==> src/source/pipe_pkg.sv <==
`default_nettype none

package pipe_pkg;

    typedef logic [4:0]  reg_idx_t;     // register number
    typedef logic [11:0] alu_ctrl_t;    // one-hot alu operation
    typedef logic [3:0]  mem_ctrl_t;    // load, store, word, sign byte
    typedef logic [1:0]  imm_kind_t;

    // alu_ctrl_t bit positions
    localparam int ALU_ADD  = 11;
    localparam int ALU_SUB  = 10;
    localparam int ALU_SLT  = 9;
    localparam int ALU_SLTU = 8;
    localparam int ALU_AND  = 7;
    localparam int ALU_NOR  = 6;
    localparam int ALU_OR   = 5;
    localparam int ALU_XOR  = 4;
    localparam int ALU_SLL  = 3;
    localparam int ALU_SRL  = 2;
    localparam int ALU_SRA  = 1;
    localparam int ALU_LUI  = 0;

    // mem_ctrl_t bit positions
    localparam int MEM_LOAD  = 3;
    localparam int MEM_STORE = 2;
    localparam int MEM_WORD  = 1;       // low means byte access
    localparam int MEM_SEXT  = 0;       // sign-extend loaded byte

    localparam imm_kind_t IMM_NONE = 2'd0;
    localparam imm_kind_t IMM_ZERO = 2'd1;
    localparam imm_kind_t IMM_SIGN = 2'd2;

endpackage

`default_nettype wire

==> src/source/isa_pkg.sv <==
`default_nettype none

package isa_pkg;

    typedef logic [31:0] word_t;        // data or address
    typedef logic [31:0] inst_t;
    typedef logic [5:0]  opcode_t;
    typedef logic [5:0]  funct_t;
    typedef logic [4:0]  shamt_t;
    typedef logic [15:0] imm16_t;       // immediate or branch offset
    typedef logic [25:0] target26_t;    // jump index

    // lsb of each instruction field
    localparam int OP_LSB = 26;
    localparam int RS_LSB = 21;
    localparam int RT_LSB = 16;
    localparam int RD_LSB = 11;
    localparam int SA_LSB = 6;

    //********************************************************************
    // primary opcodes
    //********************************************************************
    localparam opcode_t OP_SPECIAL = 6'b000000;
    localparam opcode_t OP_REGIMM  = 6'b000001;   // bltz / bgez, told apart by rt
    localparam opcode_t OP_J       = 6'b000010;
    localparam opcode_t OP_JAL     = 6'b000011;
    localparam opcode_t OP_BEQ     = 6'b000100;
    localparam opcode_t OP_BNE     = 6'b000101;
    localparam opcode_t OP_BLEZ    = 6'b000110;
    localparam opcode_t OP_BGTZ    = 6'b000111;
    localparam opcode_t OP_ADDIU   = 6'b001001;
    localparam opcode_t OP_SLTI    = 6'b001010;
    localparam opcode_t OP_SLTIU   = 6'b001011;
    localparam opcode_t OP_ANDI    = 6'b001100;
    localparam opcode_t OP_ORI     = 6'b001101;
    localparam opcode_t OP_XORI    = 6'b001110;
    localparam opcode_t OP_LUI     = 6'b001111;
    localparam opcode_t OP_LB      = 6'b100000;
    localparam opcode_t OP_LW      = 6'b100011;
    localparam opcode_t OP_LBU     = 6'b100100;
    localparam opcode_t OP_SB      = 6'b101000;
    localparam opcode_t OP_SW      = 6'b101011;

    //********************************************************************
    // special function codes
    //********************************************************************
    localparam funct_t FN_SLL  = 6'b000000;
    localparam funct_t FN_SRL  = 6'b000010;
    localparam funct_t FN_SRA  = 6'b000011;
    localparam funct_t FN_SLLV = 6'b000100;
    localparam funct_t FN_SRLV = 6'b000110;
    localparam funct_t FN_SRAV = 6'b000111;
    localparam funct_t FN_JR   = 6'b001000;
    localparam funct_t FN_JALR = 6'b001001;
    localparam funct_t FN_ADDU = 6'b100001;
    localparam funct_t FN_SUBU = 6'b100011;
    localparam funct_t FN_AND  = 6'b100100;
    localparam funct_t FN_OR   = 6'b100101;
    localparam funct_t FN_XOR  = 6'b100110;
    localparam funct_t FN_NOR  = 6'b100111;
    localparam funct_t FN_SLT  = 6'b101010;
    localparam funct_t FN_SLTU = 6'b101011;

    localparam logic [4:0] RT_BLTZ = 5'd0;
    localparam logic [4:0] RT_BGEZ = 5'd1;

    localparam logic [4:0] LINK_REG    = 5'd31;   // jal destination
    localparam word_t      LINK_OFFSET = 32'd8;   // return past the delay slot

endpackage

`default_nettype wire
==> src/source/decode_stage.sv <==
`default_nettype none

module decode_stage import isa_pkg::*; import pipe_pkg::*; #(
    parameter word_t RESET_PC = '0
) (
    input  logic      clk,
    input  logic      arst_n,
    input  logic      id_valid,
    input  logic      if_over,
    input  logic      exe_allow_in,
    input  word_t     id_pc,
    input  inst_t     id_inst,
    input  word_t     rf_rs_value,
    input  word_t     rf_rt_value,
    input  reg_idx_t  exe_wdest,
    input  reg_idx_t  mem_wdest,
    input  reg_idx_t  wb_wdest,
    input  logic      exe_fwd_valid,
    input  logic      mem_fwd_valid,
    input  reg_idx_t  exe_fwd_wdest,
    input  reg_idx_t  mem_fwd_wdest,
    input  word_t     exe_fwd_result,
    input  word_t     mem_fwd_result,
    output reg_idx_t  rs_idx,
    output reg_idx_t  rt_idx,
    output logic      id_over,
    output logic      id_allow_in,
    output logic      jbr_taken,
    output word_t     jbr_target,
    output logic      ex_valid,
    output alu_ctrl_t ex_alu_ctrl,
    output word_t     ex_operand1,
    output word_t     ex_operand2,
    output word_t     ex_store_data,
    output word_t     ex_pc,
    output mem_ctrl_t ex_mem_ctrl,
    output logic      ex_rf_wen,
    output reg_idx_t  ex_rf_wdest
);

    logic      use_rs, use_rt;
    shamt_t    shamt;
    imm16_t    imm;
    target26_t target;
    alu_ctrl_t alu_ctrl;
    imm_kind_t imm_kind;
    mem_ctrl_t mem_ctrl;
    logic      shift_by_sa, is_link, is_jreg, is_jump;
    logic      br_eq, br_ne, br_gez, br_gtz, br_lez, br_ltz;
    logic      rf_wen;
    reg_idx_t  rf_wdest;
    word_t     rs_value, rt_value;
    logic      rs_wait, rt_wait;
    logic      is_jbr;
    logic      payload_load;

    inst_decoder i_inst_decoder (
        .id_inst, .rs_idx, .rt_idx, .use_rs, .use_rt,
        .shamt, .imm, .target, .alu_ctrl, .imm_kind, .mem_ctrl,
        .shift_by_sa, .is_link, .is_jreg, .is_jump,
        .br_eq, .br_ne, .br_gez, .br_gtz, .br_lez, .br_ltz,
        .rf_wen, .rf_wdest
    );

    operand_bypass i_operand_bypass (
        .rs_idx, .rt_idx, .use_rs, .use_rt, .rf_rs_value, .rf_rt_value,
        .exe_wdest, .mem_wdest, .wb_wdest,
        .exe_fwd_valid, .exe_fwd_wdest, .exe_fwd_result,
        .mem_fwd_valid, .mem_fwd_wdest, .mem_fwd_result,
        .rs_value, .rt_value, .rs_wait, .rt_wait
    );

    branch_unit i_branch_unit (
        .id_pc, .imm, .target, .rs_value, .rt_value, .is_jump, .is_jreg,
        .br_eq, .br_ne, .br_gez, .br_gtz, .br_lez, .br_ltz,
        .id_over, .is_jbr, .jbr_taken, .jbr_target
    );

    id_control i_id_control (
        .clk, .arst_n, .id_valid, .rs_wait, .rt_wait, .is_jbr, .if_over,
        .exe_allow_in, .id_over, .id_allow_in, .payload_load, .ex_valid
    );

    exe_payload_reg #(
        .RESET_PC (RESET_PC)
    ) i_exe_payload_reg (
        .clk, .arst_n, .payload_load, .id_pc, .shamt, .imm, .imm_kind,
        .shift_by_sa, .is_link, .rs_value, .rt_value, .alu_ctrl, .mem_ctrl,
        .rf_wen, .rf_wdest, .ex_alu_ctrl, .ex_operand1, .ex_operand2,
        .ex_store_data, .ex_mem_ctrl, .ex_rf_wen, .ex_rf_wdest, .ex_pc
    );

endmodule

`default_nettype wire

==> src/source/exe_payload_reg.sv <==
`default_nettype none

module exe_payload_reg import isa_pkg::*; import pipe_pkg::*; #(
    parameter word_t RESET_PC = '0
) (
    input  logic      clk,
    input  logic      arst_n,
    input  logic      payload_load,
    input  word_t     id_pc,
    input  shamt_t    shamt,
    input  imm16_t    imm,
    input  imm_kind_t imm_kind,
    input  logic      shift_by_sa,
    input  logic      is_link,
    input  word_t     rs_value,
    input  word_t     rt_value,
    input  alu_ctrl_t alu_ctrl,
    input  mem_ctrl_t mem_ctrl,
    input  logic      rf_wen,
    input  reg_idx_t  rf_wdest,
    output alu_ctrl_t ex_alu_ctrl,
    output word_t     ex_operand1,
    output word_t     ex_operand2,
    output word_t     ex_store_data,
    output mem_ctrl_t ex_mem_ctrl,
    output logic      ex_rf_wen,
    output reg_idx_t  ex_rf_wdest,
    output word_t     ex_pc
);

    word_t operand1;
    word_t operand2;

    // link writes pc + 8, past the delay slot
    assign operand1 = is_link     ? id_pc :
                      shift_by_sa ? {27'd0, shamt} : rs_value;

    assign operand2 = is_link               ? LINK_OFFSET :
                      (imm_kind == IMM_ZERO) ? {16'd0, imm} :
                      (imm_kind == IMM_SIGN) ? {{16{imm[15]}}, imm} : rt_value;

    always_ff @(posedge clk or negedge arst_n) begin
        if (!arst_n) begin
            ex_alu_ctrl   <= '0;
            ex_operand1   <= '0;
            ex_operand2   <= '0;
            ex_store_data <= '0;
            ex_mem_ctrl   <= '0;
            ex_rf_wen     <= 1'b0;
            ex_rf_wdest   <= '0;
            ex_pc         <= RESET_PC;
        end else if (payload_load) begin
            ex_alu_ctrl   <= alu_ctrl;
            ex_operand1   <= operand1;
            ex_operand2   <= operand2;
            ex_store_data <= rt_value;          // sw / sb data
            ex_mem_ctrl   <= mem_ctrl;
            ex_rf_wen     <= rf_wen;
            ex_rf_wdest   <= rf_wdest;
            ex_pc         <= id_pc;
        end
    end

endmodule

`default_nettype wire

==> src/source/id_control.sv <==
`default_nettype none

module id_control (
    input  logic clk,
    input  logic arst_n,
    input  logic id_valid,
    input  logic rs_wait,
    input  logic rt_wait,
    input  logic is_jbr,
    input  logic if_over,
    input  logic exe_allow_in,
    output logic id_over,
    output logic id_allow_in,
    output logic payload_load,
    output logic ex_valid
);

    // a jump or branch only completes once fetch is done with its cycle,
    // otherwise the redirect would be lost before the pc register samples it
    assign id_over = id_valid && !rs_wait && !rt_wait && (!is_jbr || if_over);

    // execute must take the payload before anything new is accepted
    assign id_allow_in  = exe_allow_in && (!id_valid || id_over);
    assign payload_load = id_allow_in;          // payload moves with allow-in

    always_ff @(posedge clk or negedge arst_n) begin
        if (!arst_n) begin
            ex_valid <= 1'b0;
        end else if (exe_allow_in) begin
            ex_valid <= id_over;                // bubble when stalled
        end
    end

endmodule

`default_nettype wire

==> src/source/branch_unit.sv <==
`default_nettype none

module branch_unit import isa_pkg::*; (
    input  word_t     id_pc,
    input  imm16_t    imm,
    input  target26_t target,
    input  word_t     rs_value,
    input  word_t     rt_value,
    input  logic      is_jump,
    input  logic      is_jreg,
    input  logic      br_eq,
    input  logic      br_ne,
    input  logic      br_gez,
    input  logic      br_gtz,
    input  logic      br_lez,
    input  logic      br_ltz,
    input  logic      id_over,
    output logic      is_jbr,
    output logic      jbr_taken,
    output word_t     jbr_target
);

    word_t bd_pc;
    word_t j_target;
    word_t br_target;
    logic  rs_eq_rt, rs_ez, rs_ltz;
    logic  br_taken;

    assign bd_pc = id_pc + 32'd4;                       // delay slot address

    assign rs_eq_rt = (rs_value == rt_value);
    assign rs_ez    = (rs_value == '0);
    assign rs_ltz   = rs_value[31];

    assign br_taken = (br_eq && rs_eq_rt) || (br_ne && !rs_eq_rt)
                   || (br_gez && !rs_ltz) || (br_gtz && !rs_ltz && !rs_ez)
                   || (br_lez && (rs_ltz || rs_ez)) || (br_ltz && rs_ltz);

    assign j_target  = is_jreg ? rs_value : {bd_pc[31:28], target, 2'b00};
    assign br_target = bd_pc + {{14{imm[15]}}, imm, 2'b00};

    assign is_jbr     = is_jump || br_eq || br_ne || br_gez || br_gtz || br_lez || br_ltz;
    assign jbr_taken  = (is_jump || br_taken) && id_over;  // only on completion
    assign jbr_target = is_jump ? j_target : br_target;

endmodule

`default_nettype wire

==> src/source/operand_bypass.sv <==
`default_nettype none

module operand_bypass import isa_pkg::*; import pipe_pkg::*; (
    input  reg_idx_t rs_idx,
    input  reg_idx_t rt_idx,
    input  logic     use_rs,
    input  logic     use_rt,
    input  word_t    rf_rs_value,
    input  word_t    rf_rt_value,
    input  reg_idx_t exe_wdest,
    input  reg_idx_t mem_wdest,
    input  reg_idx_t wb_wdest,
    input  logic     exe_fwd_valid,
    input  reg_idx_t exe_fwd_wdest,
    input  word_t    exe_fwd_result,
    input  logic     mem_fwd_valid,
    input  reg_idx_t mem_fwd_wdest,
    input  word_t    mem_fwd_result,
    output word_t    rs_value,
    output word_t    rt_value,
    output logic     rs_wait,
    output logic     rt_wait
);

    // youngest result wins
    function automatic word_t pick_value(input reg_idx_t idx, input word_t rf_value);
        if (idx == '0) begin
            return '0;                                  // r0 reads zero
        end else if (exe_fwd_valid && idx == exe_fwd_wdest) begin
            return exe_fwd_result;
        end else if (mem_fwd_valid && idx == mem_fwd_wdest) begin
            return mem_fwd_result;
        end
        return rf_value;
    endfunction

    function automatic logic must_wait(input logic used, input reg_idx_t idx);
        logic pending;
        logic covered;
        pending = (idx == exe_wdest) || (idx == mem_wdest) || (idx == wb_wdest);
        covered = (exe_fwd_valid && idx == exe_fwd_wdest)
               || (mem_fwd_valid && idx == mem_fwd_wdest);
        return used && (idx != '0) && pending && !covered;
    endfunction

    always_comb begin
        rs_value = pick_value(rs_idx, rf_rs_value);
        rt_value = pick_value(rt_idx, rf_rt_value);
        rs_wait  = must_wait(use_rs, rs_idx);
        rt_wait  = must_wait(use_rt, rt_idx);
    end

endmodule

`default_nettype wire

==> src/source/inst_decoder.sv <==
`default_nettype none

module inst_decoder import isa_pkg::*; import pipe_pkg::*; (
    input  inst_t     id_inst,
    output reg_idx_t  rs_idx,
    output reg_idx_t  rt_idx,
    output logic      use_rs,
    output logic      use_rt,
    output shamt_t    shamt,
    output imm16_t    imm,
    output target26_t target,
    output alu_ctrl_t alu_ctrl,
    output imm_kind_t imm_kind,
    output mem_ctrl_t mem_ctrl,
    output logic      shift_by_sa,
    output logic      is_link,
    output logic      is_jreg,
    output logic      is_jump,
    output logic      br_eq,
    output logic      br_ne,
    output logic      br_gez,
    output logic      br_gtz,
    output logic      br_lez,
    output logic      br_ltz,
    output logic      rf_wen,
    output reg_idx_t  rf_wdest
);

    opcode_t  op;
    funct_t   funct;
    reg_idx_t rd;
    logic     special, sa_zero, rs_zero, rt_zero;
    logic     i_addu, i_subu, i_slt, i_sltu, i_and, i_or, i_xor, i_nor;
    logic     i_sll, i_srl, i_sra, i_sllv, i_srlv, i_srav, i_jr, i_jalr;
    logic     i_addiu, i_slti, i_sltiu, i_andi, i_ori, i_xori, i_lui;
    logic     i_lw, i_lb, i_lbu, i_sw, i_sb, i_j, i_jal;
    logic     load, store, imm_zero, imm_sign;
    logic     wdest_rt, wdest_31, wdest_rd;

    //********************************************************************
    // fields
    //********************************************************************
    assign op     = id_inst[OP_LSB +: 6];
    assign rs_idx = id_inst[RS_LSB +: 5];
    assign rt_idx = id_inst[RT_LSB +: 5];
    assign rd     = id_inst[RD_LSB +: 5];
    assign shamt  = id_inst[SA_LSB +: 5];
    assign funct  = id_inst[5:0];
    assign imm    = id_inst[15:0];
    assign target = id_inst[25:0];

    assign special = (op == OP_SPECIAL);
    assign sa_zero = (shamt == '0);
    assign rs_zero = (rs_idx == '0);
    assign rt_zero = (rt_idx == '0);

    //********************************************************************
    // instruction match
    //********************************************************************
    assign i_addu  = special && sa_zero && funct == FN_ADDU;
    assign i_subu  = special && sa_zero && funct == FN_SUBU;
    assign i_slt   = special && sa_zero && funct == FN_SLT;
    assign i_sltu  = special && sa_zero && funct == FN_SLTU;
    assign i_and   = special && sa_zero && funct == FN_AND;
    assign i_or    = special && sa_zero && funct == FN_OR;
    assign i_xor   = special && sa_zero && funct == FN_XOR;
    assign i_nor   = special && sa_zero && funct == FN_NOR;
    assign i_sll   = special && rs_zero && funct == FN_SLL;
    assign i_srl   = special && rs_zero && funct == FN_SRL;
    assign i_sra   = special && rs_zero && funct == FN_SRA;
    assign i_sllv  = special && sa_zero && funct == FN_SLLV;
    assign i_srlv  = special && sa_zero && funct == FN_SRLV;
    assign i_srav  = special && sa_zero && funct == FN_SRAV;
    assign i_jr    = special && rt_zero && rd == '0 && sa_zero && funct == FN_JR;
    assign i_jalr  = special && rt_zero && sa_zero && funct == FN_JALR;
    assign i_addiu = (op == OP_ADDIU);
    assign i_slti  = (op == OP_SLTI);
    assign i_sltiu = (op == OP_SLTIU);
    assign i_andi  = (op == OP_ANDI);
    assign i_ori   = (op == OP_ORI);
    assign i_xori  = (op == OP_XORI);
    assign i_lui   = (op == OP_LUI) && rs_zero;
    assign i_lw    = (op == OP_LW);
    assign i_lb    = (op == OP_LB);
    assign i_lbu   = (op == OP_LBU);
    assign i_sw    = (op == OP_SW);
    assign i_sb    = (op == OP_SB);
    assign i_j     = (op == OP_J);
    assign i_jal   = (op == OP_JAL);

    assign br_eq  = (op == OP_BEQ);
    assign br_ne  = (op == OP_BNE);
    assign br_gez = (op == OP_REGIMM) && rt_idx == RT_BGEZ;
    assign br_ltz = (op == OP_REGIMM) && rt_idx == RT_BLTZ;
    assign br_gtz = (op == OP_BGTZ) && rt_zero;
    assign br_lez = (op == OP_BLEZ) && rt_zero;

    //********************************************************************
    // grouping
    //********************************************************************
    assign load        = i_lw || i_lb || i_lbu;
    assign store       = i_sw || i_sb;
    assign is_jreg     = i_jr || i_jalr;
    assign is_link     = i_jal || i_jalr;
    assign is_jump     = i_j || i_jal || is_jreg;
    assign shift_by_sa = i_sll || i_srl || i_sra;    // shift amount from sa field

    always_comb begin
        alu_ctrl           = '0;
        alu_ctrl[ALU_ADD]  = i_addu || i_addiu || load || store || is_link;
        alu_ctrl[ALU_SUB]  = i_subu;
        alu_ctrl[ALU_SLT]  = i_slt || i_slti;
        alu_ctrl[ALU_SLTU] = i_sltu || i_sltiu;
        alu_ctrl[ALU_AND]  = i_and || i_andi;
        alu_ctrl[ALU_NOR]  = i_nor;
        alu_ctrl[ALU_OR]   = i_or || i_ori;
        alu_ctrl[ALU_XOR]  = i_xor || i_xori;
        alu_ctrl[ALU_SLL]  = i_sll || i_sllv;
        alu_ctrl[ALU_SRL]  = i_srl || i_srlv;
        alu_ctrl[ALU_SRA]  = i_sra || i_srav;
        alu_ctrl[ALU_LUI]  = i_lui;
    end

    always_comb begin
        mem_ctrl            = '0;
        mem_ctrl[MEM_LOAD]  = load;
        mem_ctrl[MEM_STORE] = store;
        mem_ctrl[MEM_WORD]  = i_lw || i_sw;
        mem_ctrl[MEM_SEXT]  = i_lb;
    end

    assign imm_zero = i_andi || i_ori || i_xori || i_lui;
    assign imm_sign = i_addiu || i_slti || i_sltiu || load || store;
    assign imm_kind = imm_zero ? IMM_ZERO : (imm_sign ? IMM_SIGN : IMM_NONE);

    // destination register
    assign wdest_rt = imm_zero || i_addiu || i_slti || i_sltiu || load;
    assign wdest_31 = i_jal;
    assign wdest_rd = i_addu || i_subu || i_slt || i_sltu || i_and || i_or
                   || i_xor || i_nor || i_sll || i_srl || i_sra || i_sllv
                   || i_srlv || i_srav || i_jalr;

    assign rf_wen   = wdest_rt || wdest_31 || wdest_rd;
    assign rf_wdest = wdest_rt ? rt_idx :
                      wdest_31 ? LINK_REG :
                      wdest_rd ? rd : '0;       // 0 keeps hazard compare quiet

    // rs holds part of the index for j and jal
    assign use_rs = !(i_j || i_jal);
    assign use_rt = !(imm_zero || i_addiu || i_slti || i_sltiu || load
                      || br_gez || i_j || i_jal);

endmodule

`default_nettype wire

==> config.mk <==
export PLATFORM = sky130hd
export DESIGN_NAME = decode_stage
export DESIGN_NICKNAME = d
export VERILOG_FILES = /design/src/source/pipe_pkg.sv /design/src/source/isa_pkg.sv /design/src/source/decode_stage.sv /design/src/source/exe_payload_reg.sv /design/src/source/id_control.sv /design/src/source/branch_unit.sv /design/src/source/operand_bypass.sv /design/src/source/inst_decoder.sv
export SDC_FILE = /design/constraint.sdc
export NUM_CORES = 1
export LEC_CHECK = 0
export BUFFER_PORTS_ARGS = -buffer_cell sky130_fd_sc_hd__buf_4
export CORE_AREA = 2 2 163 165
export CTS_CLUSTER_DIAMETER = 200
export DETAILED_ROUTE_END_ITERATION = 10
export DIE_AREA = 0 0 165 167
export PLACE_DENSITY = 0.78
export SYNTH_ARGS = -nofsm -noshare
export SYNTH_HDL_FRONTEND = slang
export SYNTH_SLANG_ARGS = --single-unit
==> constraint.sdc <==
create_clock -name clk -period 4.3 [get_ports clk]
set_input_delay 0.645 -clock clk [delete_from_list [all_inputs] [get_ports clk]]
set_output_delay 0.645 -clock clk [all_outputs]
set_load 0.05 [all_outputs]
---- Word-level counts from Yosys, hierarchy flattened ----
Index checks and enable logic that the tools add are counted.
storage, ports and cells
  flip-flop bits (word level) ............. 151
  bits of input ports ..................... 224
  output and inout port bits .............. 196
  word-level logic and storage cells ...... 227
operators by class
  add/sub/neg operators ................... 2
  equality and inequality tests ........... 48
  multiplexer cells ....................... 26
  reductions and logical operators ........ 142
operator list
  operator                                             number
  two-way mux 32 bit                                   15
  equality test 6 bit, second input constant           13
  logical OR 1 bit                                     73
  equality test 6 x 4 -> 1 bit, second input constant  9
  equality test 5 bit                                  10
  logical AND 1 bit                                    49
  equality test 6 x 3 -> 1 bit, second input constant  7
  adder 32 x 3 -> 32 bit, second input constant        1
  adder 32 bit                                         1
  equality test 32 bit                                 1
  zero test 32 bit                                     1
  equality test 6 x 2 -> 1 bit, second input constant  4
  zero test 5 bit                                      4
  two-way mux 5 bit                                    3
  zero test 6 bit                                      2
  zero test 1 bit                                      11
  nonzero test 5 bit                                   2
  equality test 6 x 1 -> 1 bit, second input constant  1
  two-way mux 1 bit                                    6
  equality test 5 x 1 -> 1 bit, second input constant  1
  two-way mux 2 bit                                    2
  equality test 2 x 1 -> 1 bit, second input constant  1
  equality test 2 bit, second input constant           1

---- Depth between registers and ports, before layout ----
  word-level depth ........................ 20
  mapped depth ............................ 17

---- Hierarchy ----
A second synthesis with hierarchy kept.
unflattened totals
  cells, all modules ...................... 1,547
  area, all modules ....................... 12,928.6 um2
by module, submodules not included
  module           instances  cells an instance  area each (um2)  sequential area each (um2)
  exe_payload_reg  1          482                6,113.4          3,753.6
  branch_unit      1          485                3,450.8          0.0
  operand_bypass   1          388                2,092.0          0.0
  inst_decoder     1          183                1,189.9          0.0
  id_control       1          9                  82.6             25.0

---- Least setup slack after synthesis ----
No wires, ideal clock.
  kind .................................... input port to output port
  start ................................... input id_pc[4]
  end ..................................... output jbr_target[24]
  data arrival time ....................... 4.493 ns
  required time ........................... 3.655 ns
  path slack .............................. -0.838 ns
  stages on the path ...................... 14
  buffers on the path ..................... 0
  path through ............................ and3_1 > and4_1 > nand4_1 > nor2_1 > xor2_1 > ha_1 > a21o_1 > a21o_1 > a211oi_1 > a21boi_0 > o31a_1 > o211ai_1 > mux2_2 > o21ai_0
on the way
  longest elaborated chain between the ends .. 3
RTL lines
  what                    RTL line            text
  start: declaration      decode_stage.sv:11  input word_t id_pc,
  adder 32 x 3 -> 32 bit  branch_unit.sv:29   assign bd_pc = id_pc + 32'd4;
  adder 32 bit            branch_unit.sv:40   assign br_target = bd_pc + {{14{imm[15]}}, imm, 2'b00};
  two-way mux 32 bit      branch_unit.sv:44   assign jbr_target = is_jump ? j_target : br_target;
  end: declaration        decode_stage.sv:29  output word_t jbr_target,
Every way passes these cells.

---- Worst setup path after layout ----
  start ................................... input id_pc[6]
  end ..................................... output jbr_target[24]
The elaborated chain is that of the path after synthesis.

==> flow_metrics.py <==
metrics = {
    "worst_setup_path": {
        "critPathSlowestCell": "a2111o_1",
        "path_buf_inv": 3,
        "rr_endpoint": "i_exe_payload_reg.ex_store_data[15]$_DFFE_PN0P_",
        "r2r_cells": 1,
        "crit_path_max_fanout": 3,
        "endpoint": "jbr_target[24]",
        "worstSetupStartpointType": "primary input",
        "crit_path_start": "id_pc[6]",
        "worstPathArrival_ns": 4.16,
        "path_cells": "buf_6, and3_4, and4_4, buf_6, nand2_4, xnor2_2, ha_1, a2111o_1, a21oi_2, nor3b_2, o211ai_1, a21boi_2, o31a_1, o211ai_1, mux2_4, o21ai_2, buf_6",
        "crit_path_end_kind": "primary output",
        "rr_startpoint": "i_exe_payload_reg.ex_store_data[15]$_DFFE_PN0P_",
        "slowest_delay_ns": 0.44,
        "crit_family": "compound AO/OA/AOI/OAI gates",
        "cp.required_ns": 3.65,
        "critical_path_depth": 17,
        "critical_path.most_common_cell": "buf_6",
        "path_class": "in -> out",
        "r2r_slack_ns": 3.47,
    },
    "synthesis": {
        "synthMostInstantiatedCell": "nand2_1",
        "synth_cell_types": 77,
        "ys_seq_elements": 151,
        "synth_edf_count": 0,
        "async_flop_share_pct": 100,
        "synthTopCellsByCount": "nand2_1, dfrtp_1, nor2_1, xnor2_1, o21ai_1",
        "yosys-top-cells-area": "dfrtp_1, nand2_1, xnor2_1, xor2_1, mux2_1",
        "muxShareOfSynthArea_pct": 8.64,
        "synth_compound_area_share_pct": 23.7,
        "synth_top_family_by_area": "compound AO/OA/AOI/OAI gates",
        "ys.flop_type": "dfrtp_1",
        "synthesis.area_um2": 11900,
        "syn-num-nets": 1649,
        "synth_cells": 1394,
        "synthAdderAreaFrac_pct": 3.32,
        "syn_area_per_cell_um2": 8.54,
        "synthXorXnorAreaFrac_pct": 9.71,
        "synth.yosys.seq_area_share_pct": 31.7,
        "ys_warn_count": 0,
        "synth-simple-area-share_pct": 17.4,
        "synth_top_area_cell": "dfrtp_1",
        "post-synth-top-area-fraction_pct": 31.7,
    },
    "routing": {
        "vias_per_cell": 6.09,
        "dr.pass1.iters": 6,
        "drt_iter0_markers": 1767,
        "vias": 14352,
        "antenna_left": 0,
        "drc": 0,
        "wl_per_cell_um": 24.2,
        "finalWirelength_mm": 57.1,
    },
    "clock_tree": {
        "clk_path_buf_depth": 2,
        "cts_tree": "built",
        "clk_transition_reported_paths_ns": 0.07,
        "cts_buffers": 17,
        "root_buffer": "clkbuf_16",
        "cts_sinks": 151,
        "cts_max_level": 4,
        "clk_latency_ns": 0.43,
    },
    "outcome": {
        "status": "finished, violations left",
        "failed_checks": "negative setup slack",
    },
    "power_and_ir_drop": {
        "p_leak_nw": 8.61,
        "vdd_drop_max_mv": 0.333,
        "power_mw": 6.70,
        "power.density_nw_per_um2": 362,
    },
    "global_route": {
        "grtUsageMet3_pct": 10.4,
        "grt_use_met1_pct": 49.1,
        "grt_antenna_before_repair": 5,
        "overflow": 0,
        "grt_use_total_pct": 39.9,
        "grt_max_degree": 94,
        "grt_pass1_wl_mm": 82.7,
        "grt_most_used_layer": "met2",
        "first_global_vias": 14035,
        "gr-usage-met2_pct": 64.2,
    },
    "final_layout": {
        "layout.nets": 2258,
        "seqCellArea_um2": 3780,
        "drive_gt1_share_pct": 42.4,
        "multi_input_area_um2": 8030,
        "fillers": 1978,
        "syn2layout_area_growth_pct": 55.7,
        "stdcell_count": 2355,
        "fin_util_pct": 71.9,
        "design_area_um2": 18500,
    },
    "floorplan": {
        "die_w_um": 165,
        "core_area_um2": 25800,
        "io_pins": 420,
        "dieHeight_um": 167,
        "die-area_um2": 27600,
        "rows": 59,
        "start_util_pct": 46.2,
    },
    "worst_hold_path": {
        "worstHoldPathType": "in -> async",
    },
    "placement": {
        "place_ws_ns": -0.473,
        "dp.cells": 2280,
        "post_dp_cell_area_um2": 17100,
        "gp_congestion": 0.960,
        "dp_hpwl_mm": 43.6,
        "portBuffers": 419,
    },
    "sta": {
        "setup_violations": 14,
        "fin_crit_sh_pct": 112,
        "rsz0062_at_grt": "true",
        "relSlewSlack_pct": 40.2,
        "layout_setup_ws_ns": -0.507,
        "hold_violations": 0,
        "fmax_mhz": 208,
        "hold_slack_ns": 0.267,
        "slew_viol_final": 0,
        "tns_ns": -4.34,
        "min_period_ns": 4.81,
        "tightest_slew_ns": 0.897,
        "worst_clock_skew_ns": 0,
    },
    "flow_run": {
        "cap_violations": 0,
    },
}
worst min path at each step:
| stage | from | end | slack [ns] | cells after the start |
|---|---|---|---|---|
| 3_3_place_gp | i_exe_payload_reg.ex_operand2[28]$_DFFE_PN0P_ | i_exe_payload_reg.ex_operand2[28]$_DFFE_PN0P_ | 0.46 | 1 |
| 3_5_place_dp | i_exe_payload_reg.ex_operand2[22]$_DFFE_PN0P_ | i_exe_payload_reg.ex_operand2[22]$_DFFE_PN0P_ | 0.47 | 1 |
| 6_report | arst_n | i_exe_payload_reg.ex_operand2[16]$_DFFE_PN0P_ | 0.27 | 1 |
| 4_1_cts | arst_n | i_exe_payload_reg.ex_operand2[16]$_DFFE_PN0P_ | 0.31 | 1 |
| 5_1_grt | arst_n | i_exe_payload_reg.ex_store_data[8]$_DFFE_PN0P_ | 0.34 | 1 |
| 2_1_floorplan | arst_n | i_exe_payload_reg.ex_alu_ctrl[0]$_DFFE_PN0P_ | 0.35 | 0 |
layout make-up:
class,count,share of cell area (%)
well taps,335,2.26
inverters,12,0.243
clock inverters,13,0.925
diodes,5,0.0675
flip-flops and latches,151,20.4
clock buffers,18,2.32
repair buffers,704,30.4
multi-input cells,1117,43.4
flip-flops by register name (all words and copies together), names as in the netlist, 4 cells and up:
signal,count
i_exe_payload_reg.ex_rf_wdest,5
i_exe_payload_reg.ex_pc,32
i_exe_payload_reg.ex_alu_ctrl,12
i_exe_payload_reg.ex_operand1,32
i_exe_payload_reg.ex_mem_ctrl,4
i_exe_payload_reg.ex_operand2,32
i_exe_payload_reg.ex_store_data,32
layout by cell type, fill, tap and decap left out, types with 34 or more instances in the layout:
master and instances:
a21o_1 35, a21oi_1 61, buf_4 658, dfrtp_1 151, mux2_1 40, nand2_1 178, nand4_1 34, nor2_1 72
o21ai_0 46, o21ai_1 76, xnor2_1 64, xor2_1 58
routing by layer:
metal  vias to the layer above  share of wire [%]  wire length (um)
met2                       991                 46             26300
met3                       227                 11              6360
li1                       6328                  -                 -
met5                         -                  0                 0
met4                         0                5.8              3330
met1                      6806                 37             21100
power breakdown:
part	switching (mW)	internal, mW
logic	2.11	1.20
registers	0.134	1.64
clock network	0.697	0.922
cells by family after synthesis:
| kind of cell | count (synthesis) |
|---|---|
| compound gates | 425 |
| xor+xnor | 132 |
| fa+ha+maj | 31 |
| buf+inv | 126 |
| flops | 151 |
| mux | 95 |
| simple gates | 434 |
what timing repair did:
action                                  in CTS  in global routing
setup buffers                               19                 24
cloned                                       1                  0
endpoints found under the setup margin      16                 16
hold endpoints to repair                     0                  0
pin swaps                                   50                 62
gates resized for setup                     61                 55
hold buffers                                 0                  0
No activity file was read; power rests on OpenSTA's default activity.
